**src/logic/sdhc_consts.svh**
```systemverilog
`ifndef SDHC_CONSTS_SVH
`define SDHC_CONSTS_SVH

`define SDHC_ADDR_W 12
`define SDHC_DATA_W 32
`define SDHC_IRQ_W  16 // one status half

// register offsets
`define ADDR_BLK_SIZE  12'h004
`define ADDR_BLK_COUNT 12'h006
`define ADDR_ARGUMENT  12'h008
`define ADDR_XFER_MODE 12'h00A
`define ADDR_COMMAND   12'h00E
`define ADDR_RESPONSE  12'h010 // read only
`define ADDR_PRESENT   12'h024 // read only
`define ADDR_NORM_INT  12'h030
`define ADDR_ERR_INT   12'h032
`define ADDR_INT_EN    12'h038

// normal status bits
`define IRQ_CMD_DONE  0
`define IRQ_XFER_DONE 1

`endif

```
**src/logic/sdhc_pkg.sv**
```systemverilog
`include "sdhc_consts.svh"

package sdhc_pkg;

	typedef logic [`SDHC_ADDR_W-1:0] reg_addr_t;
	typedef logic [`SDHC_DATA_W-1:0] reg_word_t;
	typedef logic [`SDHC_IRQ_W-1:0]  irq_half_t;

	// decoded register
	typedef enum logic [3:0] {
		SEL_BLK_SIZE,
		SEL_BLK_COUNT,
		SEL_ARGUMENT,
		SEL_XFER_MODE,
		SEL_COMMAND,
		SEL_RESPONSE,
		SEL_PRESENT,
		SEL_NORM_INT,
		SEL_ERR_INT,
		SEL_INT_EN,
		SEL_NONE
	} reg_sel_e;

endpackage

```
**src/logic/host_req_decode.sv**
```systemverilog
`include "sdhc_consts.svh"

module host_req_decode import sdhc_pkg::*; (
	input  logic      clk,
	input  logic      rst_n,
	input  logic      req,
	input  logic      wr_valid,
	input  reg_addr_t addr,
	input  reg_word_t wr_data,
	output logic      s1_valid,
	output logic      s1_write,
	output reg_sel_e  s1_sel,
	output reg_word_t s1_data
);

	reg_sel_e sel;

	always_comb begin
		case (addr)
			`ADDR_BLK_SIZE:  sel = SEL_BLK_SIZE;
			`ADDR_BLK_COUNT: sel = SEL_BLK_COUNT;
			`ADDR_ARGUMENT:  sel = SEL_ARGUMENT;
			`ADDR_XFER_MODE: sel = SEL_XFER_MODE;
			`ADDR_COMMAND:   sel = SEL_COMMAND;
			`ADDR_NORM_INT:  sel = SEL_NORM_INT;
			`ADDR_ERR_INT:   sel = SEL_ERR_INT;
			`ADDR_INT_EN:    sel = SEL_INT_EN;
			// core-owned, so a write here is an address error
			`ADDR_RESPONSE: begin
				if (wr_valid)
					sel = SEL_NONE;
				else
					sel = SEL_RESPONSE;
			end
			`ADDR_PRESENT: begin
				if (wr_valid)
					sel = SEL_NONE;
				else
					sel = SEL_PRESENT;
			end
			default:         sel = SEL_NONE; // outside the map
		endcase
	end

	always_ff @(posedge clk or negedge rst_n) begin
		if (!rst_n) begin
			s1_valid <= 1'b0;
			s1_write <= 1'b0;
			s1_sel   <= SEL_NONE;
			s1_data  <= '0;
		end else begin
			s1_valid <= req;
			s1_write <= req & wr_valid;
			if (req) begin
				s1_sel  <= sel;
				s1_data <= wr_data;
			end else begin
				s1_sel  <= SEL_NONE;
				s1_data <= '0;
			end
		end
	end

endmodule

```
**src/logic/sdhc_reg_bank.sv**
```systemverilog
`include "sdhc_consts.svh"

module sdhc_reg_bank import sdhc_pkg::*; (
	input  logic      clk,
	input  logic      rst_n,
	input  logic      s1_valid,
	input  logic      s1_write,
	input  reg_sel_e  s1_sel,
	input  reg_word_t s1_data,
	input  reg_word_t resp_data,
	input  reg_word_t present_state,
	input  irq_half_t norm_status,
	input  irq_half_t err_status,
	input  irq_half_t int_en,
	output reg_word_t blk_size,
	output reg_word_t blk_count,
	output reg_word_t argument,
	output reg_word_t xfer_mode,
	output reg_word_t command,
	output logic      cmd_start,
	output irq_half_t norm_clr,
	output irq_half_t err_clr,
	output logic      int_en_wr,
	output irq_half_t int_en_data,
	output logic      s2_valid,
	output reg_word_t s2_rdata,
	output logic      s2_err
);

	logic      wr_hit;
	logic      rd_hit;
	reg_word_t rd_word;

	assign wr_hit = s1_valid & s1_write;
	assign rd_hit = s1_valid & ~s1_write;

	// status clears and enable writes land at the same edge as register writes
	assign norm_clr    = (wr_hit && s1_sel == SEL_NORM_INT) ? s1_data[`SDHC_IRQ_W-1:0] : '0;
	assign err_clr     = (wr_hit && s1_sel == SEL_ERR_INT) ? s1_data[`SDHC_IRQ_W-1:0] : '0;
	assign int_en_wr   = wr_hit && s1_sel == SEL_INT_EN;
	assign int_en_data = s1_data[`SDHC_IRQ_W-1:0];

	always_comb begin
		case (s1_sel)
			SEL_BLK_SIZE:  rd_word = blk_size;
			SEL_BLK_COUNT: rd_word = blk_count;
			SEL_ARGUMENT:  rd_word = argument;
			SEL_XFER_MODE: rd_word = xfer_mode;
			SEL_COMMAND:   rd_word = command;
			SEL_RESPONSE:  rd_word = resp_data;
			SEL_PRESENT:   rd_word = present_state;
			SEL_NORM_INT:  rd_word = reg_word_t'(norm_status); // zero extended
			SEL_ERR_INT:   rd_word = reg_word_t'(err_status);
			SEL_INT_EN:    rd_word = reg_word_t'(int_en);
			default:       rd_word = '0;
		endcase
	end

	always_ff @(posedge clk or negedge rst_n) begin
		if (!rst_n) begin
			blk_size  <= '0;
			blk_count <= '0;
			argument  <= '0;
			xfer_mode <= '0;
			command   <= '0;
			cmd_start <= 1'b0;
		end else begin
			cmd_start <= 1'b0; // single cycle
			if (wr_hit) begin
				case (s1_sel)
					SEL_BLK_SIZE:  blk_size  <= s1_data;
					SEL_BLK_COUNT: blk_count <= s1_data;
					SEL_ARGUMENT:  argument  <= s1_data;
					SEL_XFER_MODE: xfer_mode <= s1_data;
					SEL_COMMAND: begin
						command   <= s1_data;
						cmd_start <= 1'b1; // launch
					end
					default: ;
				endcase
			end
		end
	end

	always_ff @(posedge clk or negedge rst_n) begin
		if (!rst_n) begin
			s2_valid <= 1'b0;
			s2_rdata <= '0;
			s2_err   <= 1'b0;
		end else begin
			s2_valid <= s1_valid;
			s2_err   <= s1_valid && s1_sel == SEL_NONE;
			s2_rdata <= rd_hit ? rd_word : '0; // writes return zero
		end
	end

endmodule

```
**src/logic/sdhc_irq_status.sv**
```systemverilog
`include "sdhc_consts.svh"

module sdhc_irq_status import sdhc_pkg::*; (
	input  logic      clk,
	input  logic      rst_n,
	input  logic      cmd_done,
	input  logic      xfer_done,
	input  irq_half_t err_events,
	input  irq_half_t norm_clr,
	input  irq_half_t err_clr,
	input  logic      int_en_wr,
	input  irq_half_t int_en_data,
	output irq_half_t norm_status,
	output irq_half_t err_status,
	output irq_half_t int_en,
	output logic      irq
);

	localparam int EN_HALF = `SDHC_IRQ_W / 2;

	irq_half_t norm_set;
	logic      norm_pend;
	logic      err_pend;

	always_comb begin
		norm_set                 = '0;
		norm_set[`IRQ_CMD_DONE]  = cmd_done;
		norm_set[`IRQ_XFER_DONE] = xfer_done;
	end

	// low enable byte for normal bits, high byte for error bits 0..7
	assign norm_pend = |(norm_status[EN_HALF-1:0] & int_en[EN_HALF-1:0]);
	assign err_pend  = |(err_status[EN_HALF-1:0] & int_en[`SDHC_IRQ_W-1:EN_HALF]);

	always_ff @(posedge clk or negedge rst_n) begin
		if (!rst_n) begin
			norm_status <= '0;
			err_status  <= '0;
		end else begin
			// set wins over a clear at the same edge
			norm_status <= (norm_status & ~norm_clr) | norm_set;
			err_status  <= (err_status & ~err_clr) | err_events;
		end
	end

	always_ff @(posedge clk or negedge rst_n) begin
		if (!rst_n)
			int_en <= '0;
		else if (int_en_wr)
			int_en <= int_en_data;
	end

	always_ff @(posedge clk or negedge rst_n) begin
		if (!rst_n)
			irq <= 1'b0;
		else
			irq <= norm_pend | err_pend; // one cycle behind status
	end

endmodule

```
**src/logic/host_resp_stage.sv**
```systemverilog
module host_resp_stage import sdhc_pkg::*; (
	input  logic      clk,
	input  logic      rst_n,
	input  logic      s2_valid,
	input  reg_word_t s2_rdata,
	input  logic      s2_err,
	output logic      ack,
	output reg_word_t rd_data,
	output logic      addr_err
);

	always_ff @(posedge clk or negedge rst_n) begin
		if (!rst_n) begin
			ack      <= 1'b0;
			rd_data  <= '0;
			addr_err <= 1'b0;
		end else begin
			ack <= s2_valid;
			if (s2_valid) begin
				addr_err <= s2_err;
				// errored accesses return no data
				if (s2_err)
					rd_data <= '0;
				else
					rd_data <= s2_rdata;
			end else begin
				addr_err <= 1'b0;
				rd_data  <= '0;
			end
		end
	end

endmodule

```
**src/logic/sdhc_regif_top.sv**
```systemverilog
module sdhc_regif_top import sdhc_pkg::*; (
	input  logic      clk,
	input  logic      rst_n,
	input  logic      req,
	input  logic      wr_valid,
	input  reg_addr_t addr,
	input  reg_word_t wr_data,
	output reg_word_t rd_data,
	output logic      ack,
	output logic      addr_err,
	output reg_word_t blk_size,
	output reg_word_t blk_count,
	output reg_word_t argument,
	output reg_word_t xfer_mode,
	output reg_word_t command,
	output logic      cmd_start,
	output logic      irq,
	input  reg_word_t resp_data,
	input  reg_word_t present_state,
	input  logic      cmd_done,
	input  logic      xfer_done,
	input  irq_half_t err_events
);

	logic      s1_valid;
	logic      s1_write;
	reg_sel_e  s1_sel;
	reg_word_t s1_data;

	logic      s2_valid;
	reg_word_t s2_rdata;
	logic      s2_err;

	irq_half_t norm_clr;
	irq_half_t err_clr;
	logic      int_en_wr;
	irq_half_t int_en_data;
	irq_half_t norm_status;
	irq_half_t err_status;
	irq_half_t int_en;

	host_req_decode i_host_req_decode (
		.clk, .rst_n, .req, .wr_valid, .addr, .wr_data,
		.s1_valid, .s1_write, .s1_sel, .s1_data
	);

	sdhc_reg_bank i_sdhc_reg_bank (
		.clk, .rst_n, .s1_valid, .s1_write, .s1_sel, .s1_data,
		.resp_data, .present_state, .norm_status, .err_status, .int_en,
		.blk_size, .blk_count, .argument, .xfer_mode, .command, .cmd_start,
		.norm_clr, .err_clr, .int_en_wr, .int_en_data,
		.s2_valid, .s2_rdata, .s2_err
	);

	sdhc_irq_status i_sdhc_irq_status (
		.clk, .rst_n, .cmd_done, .xfer_done, .err_events,
		.norm_clr, .err_clr, .int_en_wr, .int_en_data,
		.norm_status, .err_status, .int_en, .irq
	);

	host_resp_stage i_host_resp_stage (
		.clk, .rst_n, .s2_valid, .s2_rdata, .s2_err,
		.ack, .rd_data, .addr_err
	);

endmodule

```
**config.mk**
```make
export PLATFORM = sky130hd
export DESIGN_NAME = sdhc_regif_top
export DESIGN_NICKNAME = d
export VERILOG_FILES = /design/src/logic/sdhc_pkg.sv /design/src/logic/host_req_decode.sv /design/src/logic/sdhc_reg_bank.sv /design/src/logic/sdhc_irq_status.sv /design/src/logic/host_resp_stage.sv /design/src/logic/sdhc_regif_top.sv
export VERILOG_INCLUDE_DIRS = /design/src /design/src/logic
export SDC_FILE = /design/constraint.sdc
export NUM_CORES = 1
export LEC_CHECK = 0
export ABC_AREA = 1
export ABC_CLOCK_PERIOD_IN_PS = 2000
export BUFFER_PORTS_ARGS = -buffer_cell sky130_fd_sc_hd__buf_4
export CAP_MARGIN = 25
export CORE_MARGIN = 10
export CORE_UTILIZATION = 50
export CTS_BUF_LIST = sky130_fd_sc_hd__clkbuf_16
export CTS_CLUSTER_DIAMETER = 200
export DETAILED_ROUTE_END_ITERATION = 16
export PLACE_DENSITY = 0.73
export SLEW_MARGIN = 40
export SYNTH_ARGS = -nofsm -noshare
export SYNTH_HDL_FRONTEND = slang
export SYNTH_SLANG_ARGS = --single-unit
```
**constraint.sdc**
```tcl
create_clock -name clk -period 2 [get_ports clk]
set_input_delay 0.2 -clock clk [delete_from_list [all_inputs] [get_ports clk]]
set_output_delay 0.2 -clock clk [all_outputs]
set_load 0.02 [all_outputs]
```
==> flow_metrics.tcl, run 1 <==
set metrics [dict create \
    cts_buffer_depth 3 \
    dp_hpwl_um 33100 \
    gp_congestion 0.933 \
    wl_per_cell_um 19.5 \
    p_leak_nw 9.78 \
    yosysMostFrequentCell "nand2_1" \
    crit_path_cell_trace "inv_1, buf_4, nand2_4, nor2_4, buf_4, nand2_1, nand2_1, nor2_1, nand3_1, nand2_1, inv_1" \
    drt_iter0_drc 1158 \
    num_vias 12500 \
    reg2reg_slack_ps 120 \
    die_w_um 184 \
    setup-tns-final_ps 0 \
    fp.dieH_um 184 \
    cts_buffers 34 \
    htree_levels 2 \
    gr-total-overflow 0 \
    start_kind "flop" \
    die_area_um2 34000 \
    hp-class "in2reg" \
    status "finished clean" \
    slew_headroom_pct 60.2 \
    yosys_warnings 0 \
    peakVddDrop_mv 0.502 \
    rows 60 \
    synth_cells 1638 \
    worst_skew_pair.late_latency_ps 510 \
    portBuffers 325 \
    syn_area_um2 13500 \
    max_stage_delay_ps 540 \
    setup-violations-final 0 \
    path_max_fanout 11 \
    cp-end-kind "flop" \
    drc 0 \
    start_util_pct 50.5 \
    cpMaxStageDelayCell "dfstp_2" \
    layout-drive-gt1-share_pct 21.7 \
    synth_nets 1768 \
    ant_nets 0 \
    drv_cap 0 \
    ios 326 \
    ys_types 25 \
    async_flop_share_pct 100 \
    ys_ff_latch 316 \
    yosys-top-cells-count "635 x nand2_1, 314 x dfrtp_1, 185 x inv_1, 164 x o21ai_0, 103 x nor2_1" \
    cts_tree "done" \
    synth_top_area_cell "dfrtp_1" \
    drt-total-wl_um 46800 \
    core_um2 26700 \
    nNetsFinal 2158 \
    antennaDiodeCount 0 \
    grt_pass1_vias 12500 \
    critPathMostFrequentCell "nand2_1" \
    drv_slew 0 \
    worst-path-buf-inv 4 \
    p_per_area_nw_per_um2 727 \
    cp.required_ps 2410 \
    rsz0062_at_grt "false" \
    cts.sinks 316 \
    antenna_found_initial 0 \
    grt_max_degree 76 \
    hold_violations 0 \
    grt.total_usage_pct 27.2 \
    tightestPinTransition_ps 596 \
    drtPass1Iterations 6 \
    period_minus_slack_ps 1880 \
    viasPerCell 5.24 \
    ys.flop_type "dfrtp_1" \
    avgSynthCellArea_um2 8.24 \
    fill_cells 2199 \
    yosysTopAreaCellShare_pct 58.2 \
    max_freq_ghz 0.531 \
    cts_root_buffer "clkbuf_16" \
    worstPathArrival_ps 2290 \
    finalPower_mw 13.2 \
    yosysSeqAreaShare_pct 58.6 \
    areaGrowthSynthToFinish_pct 34.9 \
    grt_pass1_wl_um 71700 \
    critPathTopFamily "simple AND/OR/NAND/NOR gates" \
    ys_top_cells_by_area "dfrtp_1 58%, nand2_1 18%, o21ai_0 6.1%" \
    fin_worst_skew_ps 11.5 \
    synth_edf_count 0 \
    path_clk_slew_ps 60 \
    critPathKind "reg2reg" \
    timing.final.crit_share_pct 94.2 \
]
-- state kept, by name (all words and copies together), names as in the netlist, 4 cells and up --
| signal | count |
|---|---|
| i_host_resp_stage.rd_data | 32 |
| i_sdhc_reg_bank.blk_count | 32 |
| i_sdhc_reg_bank.xfer_mode | 32 |
| i_host_req_decode.s1_data | 32 |
| i_sdhc_reg_bank.s2_rdata | 32 |
| i_sdhc_reg_bank.blk_size | 32 |
| i_sdhc_reg_bank.argument | 32 |
| i_sdhc_irq_status.norm_status | 16 |
| i_sdhc_irq_status.err_status | 16 |
| i_host_req_decode.s1_sel | 4 |
| i_sdhc_irq_status.int_en | 16 |
| i_sdhc_reg_bank.command | 32 |
-- cell usage in the layout, fill, tap and decap left out, types with 3 or more instances in the layout --
cell type and n:
clkbuf_16 37, clkinv_1 8, inv_1 189, nand4_1 16
nand2_2 5, nand3_1 61, clkinv_2 8, a21oi_1 8
o21ai_0 164, nand2_1 634, inv_2 3, dfrtp_1 314
nor2_4 10, buf_12 14, o21ai_1 45, buf_4 352
nor2_1 102, o21a_1 9, dlygate4sd3_1 53
-- path summary, 6_finish.rpt --
check / startpoint / end / depth (start not counted)
worst min-delay path: present_state[20] / i_sdhc_reg_bank.s2_rdata[20] / 4
worst max-delay path: i_host_req_decode.s1_sel[3] / i_sdhc_reg_bank.s2_rdata[7] / 11
worst max register to register: i_host_req_decode.s1_sel[3] / i_sdhc_reg_bank.s2_rdata[7] / 11
worst min register to register: i_host_req_decode.s1_valid / i_sdhc_reg_bank.s2_valid / 0
max in group asynchronous: rst_n / i_host_resp_stage.rd_data[1] / 3
min in group asynchronous: rst_n / i_sdhc_irq_status.norm_status[10] / 2
-- worst register-to-register path, cell delays in order (launching register included) --
cell and delay [ps]:
dfstp_2 540, inv_1 70, buf_4 150, nand2_4 120
nor2_4 60, buf_4 190, nand2_1 100, nand2_1 50
nor2_1 280, nand3_1 120, nand2_1 80, inv_1 40
-- repair_timing --
item / CTS / global route
setup endpoints to repair: 20 / 43
hold endpoints to repair: 367 / 0
pin swaps: 0 / 2
setup buffers: 0 / 4
gates resized for setup: 2 / 4
hold buffers: 53 / 0
-- metrics by stage --
stage                     hold WS (ps)  setup WS (ps)  instances  utilization, %  instance area (um2)
after floorplan                  -95.6            478       1638               -                13500
after global placement            98.8          -21.0       2274            61.7                16500
after detailed placement           103          -83.8       2276            61.9                16600
after CTS                         10.2           42.6       2389            68.0                18200
after global routing              35.4           14.4       2393            68.1                18200
final                             25.0            116       2393            68.1                18200
-- layout make-up --
type / count / area, um2 / area share (%)
clock buffer: 37 / 926 / 5.08
multi-input combinational: 1063 / 4540 / 24.9
timing repair buffer: 423 / 3530 / 19.4
clock inverter: 23 / 158 / 0.866
inverter: 190 / 718 / 3.94
sequential: 316 / 7910 / 43.4
tap: 341 / 427 / 2.34
-- report_power, final --
| part | leakage, nW | switching, mW | internal, mW |
|---|---|---|---|
| clock | 0.552 | 2.54 | 3.59 |
| sequential | 4.27 | 0.0161 | 6.43 |
| combinational | 4.96 | 0.385 | 0.290 |
-- cells by family (layout without fill, tap and decap cells) --
logic type | count (synthesis) | after routing | share of synthesized area [%]
flip-flops | 316 | 316 | 58.6
AO/OA/AOI/OAI | 228 | 228 | 8.67
AND/OR/NAND/NOR | 835 | 835 | 24.8
buffers and inverters | 259 | 673 | 7.98
-- layer usage --
metal	routed length [um]	GRT usage, %	vias to the layer above
met2	21900	42.9	631
li1	-	-	5834
met4	1970	11.9	0
met3	4540	6.67	118
met1	18400	35.0	5947
met5	0	0	-
Power figures use the tool's default switching activity.
==> run 2, diff against run 1 <==
--- a/config.mk
+++ b/config.mk
@@ -11,11 +11,11 @@
 export BUFFER_PORTS_ARGS = -buffer_cell sky130_fd_sc_hd__buf_4
 export CAP_MARGIN = 25
 export CORE_MARGIN = 10
-export CORE_UTILIZATION = 50
+export CORE_UTILIZATION = 23
 export CTS_BUF_LIST = sky130_fd_sc_hd__clkbuf_16
 export CTS_CLUSTER_DIAMETER = 200
 export DETAILED_ROUTE_END_ITERATION = 16
-export PLACE_DENSITY = 0.73
+export PLACE_DENSITY = 0.39
 export SLEW_MARGIN = 40
 export SYNTH_ARGS = -nofsm -noshare
 export SYNTH_HDL_FRONTEND = slang
==> flow_metrics.tcl, run 2 (synthesis results as in run 1) <==
set metrics [dict create \
    max_stage_delay_ps 540 \
    tightestPinTransition_ps 595 \
    grt_pass1_wl_um 88700 \
    areaGrowthSynthToFinish_pct 42.0 \
    min_from "req" \
    gp_congestion 0.852 \
    fin_worst_skew_ps 13.2 \
    met3_usage_pct 3.96 \
    ant_nets 0 \
    slew_headroom_pct 60.2 \
    grtUsageMet1_pct 22.2 \
    drt-total-wl_um 59900 \
    max_freq_ghz 0.531 \
    die_area_um2 68800 \
    path_clk_slew_ps 60 \
    peakVddDrop_mv 0.484 \
    startpoint "i_host_req_decode.s1_sel[3]" \
    period_minus_slack_ps 1880 \
    die_w_um 262 \
    gr-total-overflow 0 \
    cts.sinks 316 \
    portBuffers 325 \
    timing.final.crit_share_pct 94.1 \
    cts_buffer_depth 3 \
    setup_slack_ps 118 \
    dp_slack_ps 118 \
    timing.rr.end "i_sdhc_reg_bank.s2_rdata[10]" \
    start_util_pct 23.3 \
    grt_max_degree 54 \
    rows 88 \
    antenna_found_initial 2 \
    core_um2 57900 \
    cts_root_buffer "clkbuf_16" \
    path_max_fanout 13 \
    status "finished clean" \
    viasPerCell 4.29 \
    final_common_cell "nand2_1" \
    p_leak_nw 10.0 \
    hold_violations 0 \
    r2r-start "i_host_req_decode.s1_sel[3]" \
    rsz0062_at_grt "false" \
    r2r_cells 11 \
    start_kind "flop" \
    p_per_area_nw_per_um2 722 \
    busiest_layer "met2" \
    cp.required_ps 2440 \
    layout_common_cells "634 x nand2_1, 356 x buf_4, 314 x dfrtp_1" \
    layout-drive-gt1-share_pct 21.9 \
    cts_tree "done" \
    fill_cells 6219 \
    htree_levels 2 \
    drv_cap 0 \
    drt_iter0_drc 792 \
    drtPass1Iterations 5 \
    grt.total_usage_pct 17.0 \
    nNetsFinal 2196 \
    fp.dieH_um 262 \
    grt_pass1_vias 12800 \
    critPathMostFrequentCell "nand2_1" \
    holdPathStages 3 \
    dp_hpwl_um 43600 \
    cp-end-kind "flop" \
    grt_use_met2_pct 27.6 \
    ios 326 \
    setup-violations-final 0 \
    hp-class "in2reg" \
    worst_skew_pair.late_latency_ps 550 \
    num_vias 12300 \
    drv_slew 0 \
    wl_per_cell_um 20.9 \
    cts_buffers 40 \
    drc 0 \
    cpMaxStageDelayCell "dfstp_2" \
    holdWs_ps 34.7 \
    crit_path_cell_trace "inv_1, nand2_4, buf_4, nor2_4, buf_4, nand2_1, nand2_1, nor2_1, nand3_1, nand2_1, inv_1" \
    worstPathArrival_ps 2330 \
    critPathKind "reg2reg" \
    reg2reg_slack_ps 120 \
    min_to "i_host_req_decode.s1_data[31]" \
]
==> run 2: cell count changes in the layout (fill, tap and decap cells not counted), moves of 2 or more <==
cell	delta
clkinv_1	-2
buf_8	+2
clkinv_4	-2
clkbuf_16	+4
dlygate4sd3_1	+23
buf_16	-2
nor2_2	+2
inv_1	+8
buf_4	+4
buf_12	+6
==> run 2: worst max-delay path: cells and delay by family, from the launching register on <==
family | cells | cell delay, ps
flops | 1 | 540
simple gates | 7 | 760
buf+inv | 4 | 480
==> run 2: cell type report <==
type                            count  area (um2)  area share [%]
Sequential cell                   316        7910            41.3
Multi-Input combinational cell   1063        4530            23.6
Timing Repair Buffer              455        3880            20.2
Clock buffer                       41        1030            5.35
Tap cell                          765         957            4.99
Inverter                          190         713            3.72
Clock inverter                     29         154           0.803
Antenna cell                        1        2.50          0.0131
==> run 2: layer usage <==
layer  wire length (um)  vias up
met5                 13        -
met4               1520        2
met3               3170       72
met2              27900      323
met1              27300     5949
li1                   -     5922
==> run 2: how the worst max path moves through the flow <==
stage	end	slack, ps	cells after the start
2_1_floorplan	i_sdhc_irq_status.int_en[10]	480	8
3_3_place_gp	i_sdhc_reg_bank.s2_rdata[8]	-6	9
3_5_place_dp	i_sdhc_reg_bank.s2_rdata[10]	120	11
4_1_cts	i_sdhc_reg_bank.s2_rdata[10]	100	11
5_1_grt	i_sdhc_reg_bank.xfer_mode[10]	0.4	9
6_report	i_sdhc_reg_bank.s2_rdata[10]	120	11
==> run 2: repair_timing <==
item / 4_1_cts / 5_1_grt
hold buffers: 76 / 0
gates resized for setup: 0 / 1
endpoints found under the setup margin: 0 / 3
buffers inserted: 0 / 2
hold endpoints to repair: 116 / 0
==> run 2: report_power, final <==
group          total, mW  switching [mW]  internal (mW)
Sequential          6.45          0.0165           6.44
Combinational      0.766           0.435          0.331
Clock               6.62            2.80           3.82
==> run 2: metrics by stage <==
stage                     setup TNS [ps]  util [%]  cells  cell area [um2]  total power [mW]
final                                  0      33.1   2860            19200              13.8
after global routing                   0      33.1   2859            19200              14.4
after CTS                              0      33.0   2857            19100              14.1
after detailed placement               0      29.7   2711            17200              7.23
after global placement             -6.11      29.6   2709            17200              7.23
after floorplan                        0         -   1638            13500              6.70
